$ cat src/source/lspCheb_config.svh
`ifndef LSPCHEB_CONFIG_SVH
`define LSPCHEB_CONFIG_SVH

// Chebyshev series order, coefficients f1 to f5
`define POLY_ORDER 5

// Stored polynomial coefficients
`define COEFF_COUNT 5

// Cosine grid used by the root search
`define GRID_POINTS 51

`endif
$ cat src/source/lspChebPkg.sv
`default_nettype none

`include "lspCheb_config.svh"

package lspChebPkg;

	// Fixed-point words
	typedef logic signed [15:0] word16;
	typedef logic signed [31:0] word32;

	// Coefficient number 1..5 and grid position 0..50
	typedef logic [2:0] coeffIndex;
	typedef logic [5:0] gridIndex;

	//////////////////////////////////////////////////////////////////////
	// Cosine grid in Q15, cos(pi*k/50) rounded as in G.729
	//////////////////////////////////////////////////////////////////////
	localparam word16 cosGrid [`GRID_POINTS] = '{
		32760, 32703, 32509, 32187, 31738, 31164,
		30466, 29649, 28714, 27666, 26509, 25248,
		23886, 22431, 20887, 19260, 17557, 15786,
		13951, 12062, 10125, 8149, 6140, 4106,
		2057, 0, -2057, -4106, -6140, -8149,
		-10125, -12062, -13951, -15786, -17557, -19260,
		-20887, -22431, -23886, -25248, -26509, -27666,
		-28714, -29649, -30466, -31164, -31738, -32187,
		-32509, -32703, -32760
	};

endpackage

`default_nettype wire

$ cat src/source/basicOps.sv
`default_nettype none

module basicOps
	import lspChebPkg::*;
(
	input wire clk,
	input wire reset,
	input wire word16 lMultA,
	input wire word16 lMultB,
	output word32 lMultOut,
	input wire word16 multA,
	input wire word16 multB,
	output word16 multOut,
	input wire word16 lMacA,
	input wire word16 lMacB,
	input wire word32 lMacC,
	output word32 lMacOut,
	input wire word16 lMsuA,
	input wire word16 lMsuB,
	input wire word32 lMsuC,
	output word32 lMsuOut,
	input wire word32 lShlVar,
	input wire logic [3:0] lShlShift,
	input wire lShlReady,
	output logic lShlDone,
	output word32 lShlOut
);

	//////////////////////////////////////////////////////////////////////
	// Saturating operator functions
	//////////////////////////////////////////////////////////////////////

	// 2ab, the only overflow is -1 * -1
	function automatic word32 lMultF(input word16 a, input word16 b);
		word32 prod;
		prod = a * b;
		if (prod == 32'sh4000_0000)
			return 32'sh7FFF_FFFF;
		return prod <<< 1;
	endfunction

	function automatic word16 multF(input word16 a, input word16 b);
		word32 prod;
		logic signed [16:0] scaled;
		prod = a * b;
		scaled = 17'(prod >>> 15);
		if (scaled[16] != scaled[15])
			return scaled[16] ? 16'sh8000 : 16'sh7FFF;
		return scaled[15:0];
	endfunction

	// Sum or difference clipped to 32 bits
	function automatic word32 lAddF(input word32 a, input word32 b, input logic sub);
		logic signed [32:0] sum;
		sum = sub ? (a - b) : (a + b);
		if (sum[32] != sum[31])
			return sum[32] ? 32'sh8000_0000 : 32'sh7FFF_FFFF;
		return sum[31:0];
	endfunction

	function automatic word32 lShlF(input word32 v, input logic [3:0] n);
		logic signed [47:0] wide;
		wide = v;
		wide = wide <<< n;
		// Any lost bit that differs from the sign means overflow
		if (wide[47:31] != {17{wide[47]}})
			return wide[47] ? 32'sh8000_0000 : 32'sh7FFF_FFFF;
		return wide[31:0];
	endfunction

	assign lMultOut = lMultF(lMultA, lMultB);
	assign multOut = multF(multA, multB);
	assign lMacOut = lAddF(lMacC, lMultF(lMacA, lMacB), 1'b0);
	assign lMsuOut = lAddF(lMsuC, lMultF(lMsuA, lMsuB), 1'b1);

	//////////////////////////////////////////////////////////////////////
	// L_shl, one request per rising ready
	//////////////////////////////////////////////////////////////////////
	logic lShlArmed;

	always_ff @(posedge clk)
	begin
		if (reset)
		begin
			lShlDone <= 1'b0;
			lShlArmed <= 1'b0;
		end
		else
		begin
			lShlDone <= lShlReady && !lShlArmed;
			lShlArmed <= lShlReady;
		end
	end

	// Result held until the next request
	always_ff @(posedge clk)
	begin
		if (lShlReady && !lShlArmed)
			lShlOut <= lShlF(lShlVar, lShlShift);
	end

endmodule

`default_nettype wire

$ cat src/source/chebEvaluator.sv
`default_nettype none

`include "lspCheb_config.svh"

module chebEvaluator
	import lspChebPkg::*;
(
	input wire clk,
	input wire reset,
	input wire evalStart,
	input wire word16 xValue,
	output coeffIndex coeffSel,
	input wire word16 coeffOut,
	output word16 lMultA,
	output word16 lMultB,
	input wire word32 lMultOut,
	output word16 multA,
	output word16 multB,
	input wire word16 multOut,
	output word16 lMacA,
	output word16 lMacB,
	output word32 lMacC,
	input wire word32 lMacOut,
	output word16 lMsuA,
	output word16 lMsuB,
	output word32 lMsuC,
	input wire word32 lMsuOut,
	output word32 lShlVar,
	output logic [3:0] lShlShift,
	output logic lShlReady,
	input wire lShlDone,
	input wire word32 lShlOut,
	output logic evalDone,
	output word16 chebValue
);

	typedef enum logic [3:0] {
		stateIdle, stateMath0, stateLoop1, stateLoop2, stateLoop3,
		stateMath1, stateMath2, stateMath3, stateMath4
	} evalState;

	evalState state;
	coeffIndex count;
	logic shlDoneReg;
	word16 x;
	word32 t0;
	word16 b1Hi, b1Lo, b2Hi, b2Lo;

	//////////////////////////////////////////////////////////////////////
	// Control
	//////////////////////////////////////////////////////////////////////
	always_ff @(posedge clk)
	begin
		if (reset)
		begin
			state <= stateIdle;
			count <= 3'd2;
			shlDoneReg <= 1'b0;
			evalDone <= 1'b0;
		end
		else
		begin
			evalDone <= 1'b0;
			if (lShlDone)
				shlDoneReg <= 1'b1;
			case (state)
				stateIdle:
					if (evalStart)
					begin
						count <= 3'd2;
						shlDoneReg <= 1'b0;
						state <= stateMath0;
					end
				stateMath0:
					state <= stateLoop1;
				stateLoop1:
					state <= (count < `POLY_ORDER) ? stateLoop2 : stateMath1;
				stateLoop2:
					if (shlDoneReg)
					begin
						shlDoneReg <= 1'b0;
						state <= stateLoop3;
					end
				stateLoop3:
				begin
					count <= count + 3'd1;
					state <= stateLoop1;
				end
				stateMath1:
					state <= stateMath2;
				stateMath2:
					state <= stateMath3;
				stateMath3:
					state <= stateMath4;
				stateMath4:
					if (shlDoneReg)
					begin
						shlDoneReg <= 1'b0;
						evalDone <= 1'b1;
						state <= stateIdle;
					end
				default:
					state <= stateIdle;
			endcase
		end
	end

	//////////////////////////////////////////////////////////////////////
	// Datapath registers, hi/lo extraction done here
	//////////////////////////////////////////////////////////////////////
	always_ff @(posedge clk)
	begin
		case (state)
			stateIdle:
				if (evalStart)
					x <= xValue;
			stateMath0:
			begin
				t0 <= lMacOut;
				b1Hi <= lMacOut[31:16];
				b1Lo <= {1'b0, lMacOut[15:1]};
				b2Hi <= 16'sd256;
				b2Lo <= '0;
			end
			stateLoop1:
				if (count < `POLY_ORDER)
					t0 <= lMacOut;
			stateLoop2:
				if (shlDoneReg)
					t0 <= lMsuOut;
			stateLoop3:
			begin
				t0 <= lMacOut;
				b2Hi <= b1Hi;
				b2Lo <= b1Lo;
				b1Hi <= lMacOut[31:16];
				b1Lo <= {1'b0, lMacOut[15:1]};
			end
			stateMath1, stateMath3:
				t0 <= lMacOut;
			stateMath2:
				t0 <= lMsuOut;
			stateMath4:
				if (shlDoneReg)
					chebValue <= lShlOut[31:16];
			default:
				;
		endcase
	end

	//////////////////////////////////////////////////////////////////////
	// Operand routing to the shared operators
	//////////////////////////////////////////////////////////////////////
	always_comb
	begin
		coeffSel = count;
		lMultA = '0;
		lMultB = '0;
		multA = '0;
		multB = '0;
		lMacA = '0;
		lMacB = '0;
		lMacC = '0;
		lMsuA = '0;
		lMsuB = '0;
		lMsuC = '0;
		lShlVar = t0;
		lShlShift = 4'd1;
		lShlReady = 1'b0;
		case (state)
			stateMath0:
			begin
				// L_mac(L_mult(x, 512), f1, 4096)
				coeffSel = 3'd1;
				lMultA = x;
				lMultB = 16'sd512;
				lMacA = coeffOut;
				lMacB = 16'sd4096;
				lMacC = lMultOut;
			end
			stateLoop1, stateMath1:
			begin
				// Mpy_32_16(b1, x)
				lMultA = b1Hi;
				lMultB = x;
				multA = b1Lo;
				multB = x;
				lMacA = multOut;
				lMacB = 16'sd1;
				lMacC = lMultOut;
			end
			stateLoop2, stateMath2:
			begin
				lShlReady = (state == stateLoop2) && !shlDoneReg;
				lMacA = b2Hi;
				lMacB = 16'sh8000;
				lMacC = (state == stateLoop2) ? lShlOut : t0;
				lMsuA = b2Lo;
				lMsuB = 16'sd1;
				lMsuC = lMacOut;
			end
			stateLoop3:
			begin
				lMacA = coeffOut;
				lMacB = 16'sd4096;
				lMacC = t0;
			end
			stateMath3:
			begin
				coeffSel = 3'(`POLY_ORDER);
				lMacA = coeffOut;
				lMacB = 16'sd2048;
				lMacC = t0;
			end
			stateMath4:
			begin
				lShlShift = 4'd6;
				lShlReady = !shlDoneReg;
			end
			default:
				;
		endcase
	end

endmodule

`default_nettype wire

$ cat src/source/coeffBank.sv
`default_nettype none

`include "lspCheb_config.svh"

module coeffBank
	import lspChebPkg::*;
(
	input wire clk,
	input wire reset,
	input wire coeffWrite,
	input wire coeffIndex coeffAddr,
	input wire word16 coeffData,
	input wire coeffIndex coeffSel,
	output word16 coeffOut
);

	// Entries numbered from 1 like f1..f5
	word16 coeffs [1:`COEFF_COUNT];

	logic addrValid;
	logic selValid;

	assign addrValid = (coeffAddr >= 3'd1) && (coeffAddr <= 3'(`COEFF_COUNT));
	assign selValid = (coeffSel >= 3'd1) && (coeffSel <= 3'(`COEFF_COUNT));

	always_ff @(posedge clk)
	begin
		if (reset)
			coeffs <= '{default: '0};
		else if (coeffWrite && addrValid)
			coeffs[coeffAddr] <= coeffData;
	end

	// Out of range selects read as zero
	assign coeffOut = selValid ? coeffs[coeffSel] : '0;

endmodule

`default_nettype wire

$ cat src/source/gridSweep.sv
`default_nettype none

`include "lspCheb_config.svh"

module gridSweep
	import lspChebPkg::*;
(
	input wire clk,
	input wire reset,
	input wire sweepStart,
	input wire evalDone,
	input wire word16 chebValue,
	output logic evalStart,
	output word16 xValue,
	output logic resultValid,
	output word16 resultValue,
	output gridIndex resultIndex,
	output logic sweepDone,
	output logic busy
);

	gridIndex gridPos;
	logic lastPoint;

	assign xValue = cosGrid[gridPos];
	assign lastPoint = (gridPos == 6'(`GRID_POINTS - 1));

	always_ff @(posedge clk)
	begin
		if (reset)
		begin
			gridPos <= '0;
			busy <= 1'b0;
			evalStart <= 1'b0;
			resultValid <= 1'b0;
			sweepDone <= 1'b0;
		end
		else
		begin
			evalStart <= 1'b0;
			resultValid <= 1'b0;
			sweepDone <= 1'b0;
			// Start pulses are dropped while a sweep runs
			if (!busy && sweepStart)
			begin
				busy <= 1'b1;
				gridPos <= '0;
				evalStart <= 1'b1;
			end
			else if (busy && evalDone)
			begin
				resultValid <= 1'b1;
				if (lastPoint)
					sweepDone <= 1'b1;
				else
				begin
					gridPos <= gridPos + 6'd1;
					evalStart <= 1'b1;
				end
			end
			// Busy drops in the cycle after the final result
			if (sweepDone)
				busy <= 1'b0;
		end
	end

	always_ff @(posedge clk)
	begin
		if (evalDone)
		begin
			resultValue <= chebValue;
			resultIndex <= gridPos;
		end
	end

endmodule

`default_nettype wire

$ cat src/source/lspCheb.sv
`default_nettype none

module lspCheb
	import lspChebPkg::*;
(
	input wire clk,
	input wire reset,
	input wire coeffWrite,
	input wire coeffIndex coeffAddr,
	input wire word16 coeffData,
	input wire sweepStart,
	output logic resultValid,
	output word16 resultValue,
	output gridIndex resultIndex,
	output logic sweepDone,
	output logic busy
);

	// Sweeper and evaluator
	logic evalStart, evalDone;
	word16 xValue, chebValue;

	// Coefficient read
	coeffIndex coeffSel;
	word16 coeffOut;

	// Shared operator operands and results
	word16 lMultA, lMultB, multA, multB, multOut;
	word16 lMacA, lMacB, lMsuA, lMsuB;
	word32 lMultOut, lMacC, lMacOut, lMsuC, lMsuOut, lShlVar, lShlOut;
	logic [3:0] lShlShift;
	logic lShlReady, lShlDone;

	coeffBank bank (
		.clk(clk), .reset(reset), .coeffWrite(coeffWrite), .coeffAddr(coeffAddr),
		.coeffData(coeffData), .coeffSel(coeffSel), .coeffOut(coeffOut)
	);

	gridSweep sweeper (
		.clk(clk), .reset(reset), .sweepStart(sweepStart), .evalDone(evalDone),
		.chebValue(chebValue), .evalStart(evalStart), .xValue(xValue),
		.resultValid(resultValid), .resultValue(resultValue),
		.resultIndex(resultIndex), .sweepDone(sweepDone), .busy(busy)
	);

	chebEvaluator evaluator (
		.clk(clk), .reset(reset), .evalStart(evalStart), .xValue(xValue),
		.coeffSel(coeffSel), .coeffOut(coeffOut),
		.lMultA(lMultA), .lMultB(lMultB), .lMultOut(lMultOut),
		.multA(multA), .multB(multB), .multOut(multOut),
		.lMacA(lMacA), .lMacB(lMacB), .lMacC(lMacC), .lMacOut(lMacOut),
		.lMsuA(lMsuA), .lMsuB(lMsuB), .lMsuC(lMsuC), .lMsuOut(lMsuOut),
		.lShlVar(lShlVar), .lShlShift(lShlShift), .lShlReady(lShlReady),
		.lShlDone(lShlDone), .lShlOut(lShlOut),
		.evalDone(evalDone), .chebValue(chebValue)
	);

	basicOps ops (
		.clk(clk), .reset(reset),
		.lMultA(lMultA), .lMultB(lMultB), .lMultOut(lMultOut),
		.multA(multA), .multB(multB), .multOut(multOut),
		.lMacA(lMacA), .lMacB(lMacB), .lMacC(lMacC), .lMacOut(lMacOut),
		.lMsuA(lMsuA), .lMsuB(lMsuB), .lMsuC(lMsuC), .lMsuOut(lMsuOut),
		.lShlVar(lShlVar), .lShlShift(lShlShift), .lShlReady(lShlReady),
		.lShlDone(lShlDone), .lShlOut(lShlOut)
	);

endmodule

`default_nettype wire

$ cat config.mk
export PLATFORM = sky130hd
export DESIGN_NAME = lspCheb
export DESIGN_NICKNAME = d
export VERILOG_FILES = /design/src/source/lspChebPkg.sv /design/src/source/basicOps.sv /design/src/source/chebEvaluator.sv /design/src/source/coeffBank.sv /design/src/source/gridSweep.sv /design/src/source/lspCheb.sv
export VERILOG_INCLUDE_DIRS = /design/src /design/src/source
export SDC_FILE = /design/constraint.sdc
export NUM_CORES = 2
export LEC_CHECK = 0
export BUFFER_PORTS_ARGS = -buffer_cell sky130_fd_sc_hd__buf_2
export CAP_MARGIN = 10
export CORE_MARGIN = 1
export CORE_UTILIZATION = 55
export CTS_CLUSTER_DIAMETER = 50
export DETAILED_ROUTE_END_ITERATION = 10
export PLACE_DENSITY = 0.74
export SLEW_MARGIN = 20
export SYNTH_ARGS = -nofsm -noshare
export SYNTH_HDL_FRONTEND = slang
export SYNTH_SLANG_ARGS = --single-unit
$ cat constraint.sdc
create_clock -name clk -period 18.33 [get_ports clk]
set_input_delay 5.499 -clock clk [delete_from_list [all_inputs] [get_ports clk]]
set_output_delay 5.499 -clock clk [all_outputs]
set_load 0.05 [all_outputs]
# Word-level counts from Yosys, hierarchy flattened
# Memory sizes are Yosys's and may differ from the RTL's. A register that Yosys moved wholly into a read port is not among the register bits.
# Cells that the tools add are included.
totals:
  register_bits: 266
  romBits: 1024
  in_bits: 23
  out_inout_bits: 25
  mem_count: 1
mem_list:
  columns: ["memory", "words", "word_bits", "read_ports", "rd_clocked_by_memory_dff", "write_ports", "line_no", "source"]
  rows:
  - ["(name not given)", 64, 16, 1, 1, 0, "gridSweep.sv:25", "assign xValue = cosGrid[gridPos];"]
classes:
  addsub: 4
  n_mul: 4
  magnitude_cmp: 8
  n_eq_ne: 20
  shift: 1
  muxes: 69
  bitwise: 6
  reduce_logical: 33
ops:
  columns: ["operator", "n"]
  rows:
  - ["$mux 32", 19]
  - ["$mux 16", 9]
  - ["$pmux 16 s2", 4]
  - ["$pmux 32 s4", 1]
  - ["$eq 32x32->1 const B", 3]
  - ["$mul 16x16->32", 3]
  - ["$pmux 32 s3", 1]
  - ["$bwmux 80", 1]
  - ["$pmux 16 s4", 1]
  - ["$bmux 16 s3", 1]
  - ["$demux 16 s3", 1]
  - ["$pmux 16 s3", 1]
  - ["$sshl 32x3->48", 1]
  - ["$add 32x32->33", 1]
  - ["$sub 32x32->33", 1]
  - ["$pmux 4 s8", 1]
  - ["$mul 16x2->18", 1]
  - ["$mux 1", 18]
  - ["$eq 4x3->1 const B", 4]
  - ["$ne 16x16->1", 1]
  - ["$reduce_or 2->1", 8]
  - ["$mux 15", 1]
  - ["$mux 4", 3]
  - ["$pmux 3 s2", 2]
  - ["28 further kinds", 58]

# Longest topological paths before layout
logic_depth:
  word_depth: 23
  ltp_mapped: 88

# Modules after synthesis
# Synthesis repeated with hierarchy kept, for this count alone.
unflattened:
  cells_unflattened: 6528
  hier_area_um2: 59479.5
by_module_without_submodules:
  columns: ["module", "n_inst", "cells_each", "area_each_um2"]
  rows:
  - ["basicOps", 1, 5205, 46296.9]
  - ["chebEvaluator", 1, 637, 7109.3]
  - ["coeffBank", 1, 437, 3727.3]
  - ["gridSweep", 1, 249, 2346.0]

# Least setup slack after synthesis
# No wires, ideal clock.
synth_path:
  path_type: "register to register"
  from: "reg evaluator.state[2]"
  to: "reg evaluator.t0[26] (netlist: evaluator.lShlVar[26]) (data pin)"
  setup_time_ps: 158
  t_arrival_ps: 18289
  required_ps: 18172
  setup_slack_ps: -117
  path_stages_with_launch: 83
  path_buffers: 10
  period_less_slack_ps: 18447
  path_cell_list: "dfxtp_1 buf_2 nor3b_2 nor2_1 nor2_1 clkbuf_1 clkbuf_1 and2_1 clkbuf_1 nand2_1 fa_1 inv_1 fa_1 fa_1 fa_1 fa_1 inv_1 fa_1 [... 47 more ...] nand2_1 clkbuf_1 nand2_1 nand2_1 nand2_1 ha_1 fa_1 nor2b_1 o21a_1 o21ai_0 a2111oi_0 o21ai_0 a21oi_1 a2111oi_0 a31o_2 nand4_1 or4b_2 o211ai_1"
synth_between:
  elab_chain_cells: 23
  elab_cells_between_ends: 67
synth_lines:
  columns: ["element", "line_no", "source"]
  rows:
  - ["start, declared", "chebEvaluator.sv:42", "evalState state;"]
  - ["start signal, assigned", "chebEvaluator.sv:56", "state <= stateIdle;"]
  - ["start signal, assigned", "chebEvaluator.sv:72", "state <= stateMath0;"]
  - ["start signal, assigned", "chebEvaluator.sv:75", "state <= stateLoop1;"]
  - ["$eq 4x2->1, or another cell as far along", "chebEvaluator.sv:170", "case (state)"]
  - ["$reduce_or 2->1 or $pmux 3 s2 (tied branches)", null, null]
  - ["$mux 15, or another cell as far along", "chebEvaluator.sv:170", null]
  - ["$mul 16x16->32 or $bmux 16 s3 (tied branches)", "basicOps.sv:45, coeffBank.sv:35", null]
  - ["$mux 16, or another cell as far along", "basicOps.sv:48", "return scaled[16] ? 16'sh8000 : 16'sh7FFF;"]
  - ["$mux 16, or another cell as far along", "basicOps.sv:47", "if (scaled[16] != scaled[15])"]
  - ["$mux 16 (on tied branches)", "basicOps.sv:49, coeffBank.sv:35", null]
  - ["$pmux 16 s3", "chebEvaluator.sv:170", null]
  - ["[... 8 more ...]", null, null]
  - ["via evaluator.lMacOut[1]", "chebEvaluator.sv:23", "input wire word32 lMacOut,"]
  - ["$mux 32 (*)", "chebEvaluator.sv:170", null]
  - ["$sub 32x32->33 (*)", "basicOps.sv:55", "sum = sub ? (a - b) : (a + b);"]
  - ["$mux 32 or $ne 1x1->1 (tied branches)", "basicOps.sv:57, basicOps.sv:56", null]
  - ["$mux 32 or $mux 1 (tied branches)", "basicOps.sv:56", "if (sum[32] != sum[31])"]
  - ["$mux 32 (*)", "basicOps.sv:58", "return sum[31:0];"]
  - ["$mux 32", "chebEvaluator.sv:129", "if (shlDoneReg)"]
  - ["$pmux 32 s4 (*)", "chebEvaluator.sv:113", "case (state)"]
  - ["end signal, assigned", "chebEvaluator.sv:119", "t0 <= lMacOut;"]
  - ["end signal, assigned", "chebEvaluator.sv:130", "t0 <= lMsuOut;"]
  - ["end signal, assigned", "chebEvaluator.sv:133", "t0 <= lMacOut;"]
  - ["end, declared", "chebEvaluator.sv:46", "word32 t0;"]
# Mark *: on every way through the listed nets, which the timed path passes. The rest lies on a longest branch. The select of a mux whose other input is x is not followed.
# A chain may end at the register's enable or synchronous reset.

# Worst setup path after layout
layout_path:
  from: "reg evaluator.state[2]"
  to: "reg evaluator.t0[3] (netlist: evaluator.lShlVar[3]) (data pin)"
layout_between:
  elab_chain_cells: 23
  elab_cells_between_ends: 67
layout_lines:
  columns: ["element", "line_no"]
  rows:
  - ["$eq 4x2->1, or another cell as far along", "chebEvaluator.sv:113, chebEvaluator.sv:170"]
  - ["$reduce_or 2->1 or $pmux 3 s2 (tied branches)", null]
  - ["$mux 15, or another cell as far along", "chebEvaluator.sv:170"]
  - ["$mul 16x16->32 or $bmux 16 s3 (tied branches)", "basicOps.sv:45, coeffBank.sv:35"]
  - ["$mux 16, or another cell as far along", "basicOps.sv:48"]
  - ["$mux 16, or another cell as far along", "basicOps.sv:47"]
  - ["$mux 16 (on tied branches)", "basicOps.sv:49, coeffBank.sv:35"]
  - ["$pmux 16 s3", "chebEvaluator.sv:170"]
  - ["[... 7 more ...]", null]
  - ["$mux 32", "basicOps.sv:58"]
  - ["$mux 32", "chebEvaluator.sv:170"]
  - ["$sub 32x32->33", "basicOps.sv:55"]
  - ["$mux 32 or $ne 1x1->1 (tied branches)", "basicOps.sv:57, basicOps.sv:56"]
  - ["$mux 32 or $mux 1 (tied branches)", "basicOps.sv:56"]
  - ["$mux 32", "basicOps.sv:58"]
  - ["$mux 32", "chebEvaluator.sv:129"]
  - ["$pmux 32 s4 (*)", "chebEvaluator.sv:113"]
# Every way passes the cells marked *; elsewhere a longest branch is shown, timed or not. The select of a mux whose other input is x is not followed.

==> impl_metrics.json <==
{
  "period_minus_slack_ns": 17.60,
  "regArea_sq_mm": 0.00743,
  "die_area_sq_mm": 0.0702,
  "critPathLaunchType": "flop",
  "fin_nets": 5288,
  "synth_compound_area_share_pct": 13.9,
  "worstMarginPinSlew_ns": 1.14,
  "synthTopCellsByArea": "fa_1 (25%), edfxtp_1 (14%), ha_1 (12%)",
  "routed-via-count": 32300,
  "synth-main-ff-cell": "edfxtp_1",
  "synth_edf_count": 180,
  "p_leak_nw": 19.3,
  "wl_per_cell_microns": 21.4,
  "stdcell_area_sq_mm": 0.0419,
  "synth.avg_cell_area_sq_um": 8.73,
  "postPlaceCellArea_sq_mm": 0.0402,
  "grt_pass1_wl_mm": 181,
  "design.core.area_sq_mm": 0.0685,
  "grt.overflow.total": 0,
  "slowest_delay_ns": 0.59,
  "clock_latency_ns": 0.59,
  "die-height_microns": 265,
  "drt-pass1-iter-count": 7,
  "drcViolationCount": 0,
  "outcome": "completed",
  "grt_max_degree": 95,
  "port_buffers": 47,
  "synth_warnings": 0,
  "num_rows": 96,
  "synth_seq_cells": 281,
  "final_cell_mix": "inv_1 (660), nand2_1 (660), fa_1 (475)",
  "ys_seq_area_share_pct": 19.5,
  "finalSetupViolCount": 0,
  "irDropWorstVdd_uv": 68.1,
  "placed_cells": 5275,
  "slew_headroom_pct": 23.7,
  "finalHoldViolations": 0,
  "synth_simple_gate_area_share_pct": 16.6,
  "hp-class": "flop to flop",
  "synth_top_family_by_area": "adder cells",
  "layout-drive-gt1-share_pct": 10.2,
  "worstSetupPathType": "flop to flop",
  "synthAdderAreaFrac_pct": 37.0,
  "crit_arrival_ns": 17.89,
  "synth_cell_type_count": 88,
  "multi_input_area_sq_mm": 0.0277,
  "syn-cell-area_sq_mm": 0.0380,
  "grt_pass1_vias": 32500,
  "yosys.area.top_type_share_pct": 25.1,
  "io_pins": 48,
  "nFillCells": 5920,
  "cp-end-kind": "flop",
  "synth_xor_area_share_pct": 2.55,
  "htreeDepth": 1,
  "async_flop_share_pct": 0,
  "fin_crit_sh_pct": 96.0,
  "drt_iter0_markers": 3559,
  "initial_utilization_pct": 55.5,
  "hold_buffers": 0,
  "hpwl_mm": 90.2,
  "clockBufferDepth": 3,
  "place.gp.congestion": 1.00,
  "antenna_left": 0,
  "slowest_stage": "or4b_4",
  "path_clk_slew_ns": 0.07,
  "finalSetupTns_ns": 0,
  "synth_top_area_cell": "fa_1",
  "syn_inst": 4355,
  "cts_tree": "yes",
  "cts_num_sinks": 281,
  "syn_to_final_growth_pct": 10.1,
  "fmax_ghz": 0.0568,
  "skew_ns": 0.0270,
  "final_cells": 5343,
  "maxCapViolCount": 0,
  "syn-num-nets": 5207,
  "crit_fanout": 17,
  "required_ns": 18.63,
  "cts_inserted_buffers": 30,
  "root_buffer": "clkbuf_16",
  "vias_per_cell": 6.05,
  "postRouteWirelength_mm": 115,
  "synth_mux_area_share_pct": 1.60,
  "die_w_microns": 265,
  "cpMostUsedCell": "fa_1",
  "grtUsageTotal_pct": 33.1,
  "cellPowerDensity_mw_per_mm2": 37.2,
  "slew_viol_final": 0,
  "antenna_found_initial": 3
}
==> kinds of logic after synthesis <==
logic type | count (synthesis)
multiplexers | 57
flip-flops | 281
buffers and inverters | 883
AO/OA/AOI/OAI | 805
XOR/XNOR | 109
AND/OR/NAND/NOR | 1378
adder cells (fa/ha/maj) | 842
==> where the power goes <==
part,switching [mW],total [mW],internal (mW)
registers,0.0149,0.698,0.683
logic,0.106,0.157,0.0507
clock network,0.279,0.700,0.421
==> sequential cells by signal (all words and copies together) (netlist names), 4 cells and up <==
| name | count |
|---|---|
| evaluator.state | 4 |
| sweeper.resultIndex | 6 |
| evaluator.x | 16 |
| sweeper.gridPos | 6 |
| evaluator.b1Hi | 16 |
| evaluator.b2Hi | 16 |
| bank.coeffs | 80 |
| ops.lShlOut | 32 |
| evaluator.lShlVar | 32 |
| evaluator.chebValue | 16 |
| evaluator.b1Lo | 15 |
| sweeper.resultValue | 16 |
| evaluator.b2Lo | 15 |
==> synthesized netlist by cell type, types with 14 or more instances <==
cell	n
nand2b_1	42
nand2_1	661
and2_1	88
o21ai_0	152
ha_1	353
a22o_1	17
and3_1	123
xnor2_1	76
dfxtp_1	101
a221oi_1	35
a211oi_1	24
o21a_1	30
o22ai_1	19
a31oi_1	18
or3_1	21
or2_2	15
inv_1	661
fa_1	476
a21o_1	46
mux2i_1	35
xor2_1	32
nor3_1	55
mux2_2	21
buf_1	14
clkbuf_1	197
o211ai_1	42
nor2b_1	15
a222oi_1	24
nor2_1	249
a22oi_1	25
edfxtp_1	180
a21oi_1	252
nand3_1	41
nand4_1	21
==> final cells by class <==
cell class                      count  area share, %
Timing Repair Buffer              270           4.83
Inverter                          662           5.94
Multi-Input combinational cell   3191           66.1
Antenna cell                        1        0.00598
Clock buffer                       36           2.02
Tap cell                          882           2.64
Clock inverter                     20          0.759
Sequential cell                   281           17.7
==> layer usage <==
metal  wire length, microns  track usage [%]
met4                   5180             13.1
met1                  45500             44.2
met5                     13                0
met3                  11500             6.42
met2                  52300             52.9
==> final timing paths <==
check	start	end	slack (ns)	cells after the start
max	evaluator.state[2]	evaluator.lShlVar[3]	0.73	76
min	evaluator.chebValue[13]	sweeper.resultValue[13]	0.42	0
max reg2reg	evaluator.state[2]	evaluator.lShlVar[3]	0.73	76
min reg2reg	evaluator.chebValue[13]	sweeper.resultValue[13]	0.42	0
==> metrics by stage <==
stage | hold slack (ns) | worst slack [ns] | util (%) | total power, mW
finish | 0.418 | 0.732 | 61.1 | 1.56
global route | 0.437 | -0.0410 | 61.1 | 1.60
CTS | 0.422 | 0.0500 | 60.4 | 1.55
detailed placement | 0.405 | -0.372 | 58.7 | 0.861
global placement | 0.401 | -0.0248 | 58.7 | 0.858
floorplan | 0.400 | 0.0762 | - | 0.799
==> what timing repair did <==
action	in CTS	in global routing
setup endpoints to repair	32	32
cloned	0	1
buffers inserted	1	9
resized for setup	15	105
pin swaps	1	27
hold endpoints to repair	0	0
==> critical path, delay by kind of cell, from the launching register on <==
kind                     cells  cell delay (ns)
flip-flops                   1             0.40
AND/OR/NAND/NOR             18             3.22
adder cells (fa/ha/maj)     16             6.43
XOR/XNOR                     1             0.15
AO/OA/AOI/OAI               25             5.18
buffers and inverters       16             1.92
Note: power is estimated with default switching activity, not from simulation.
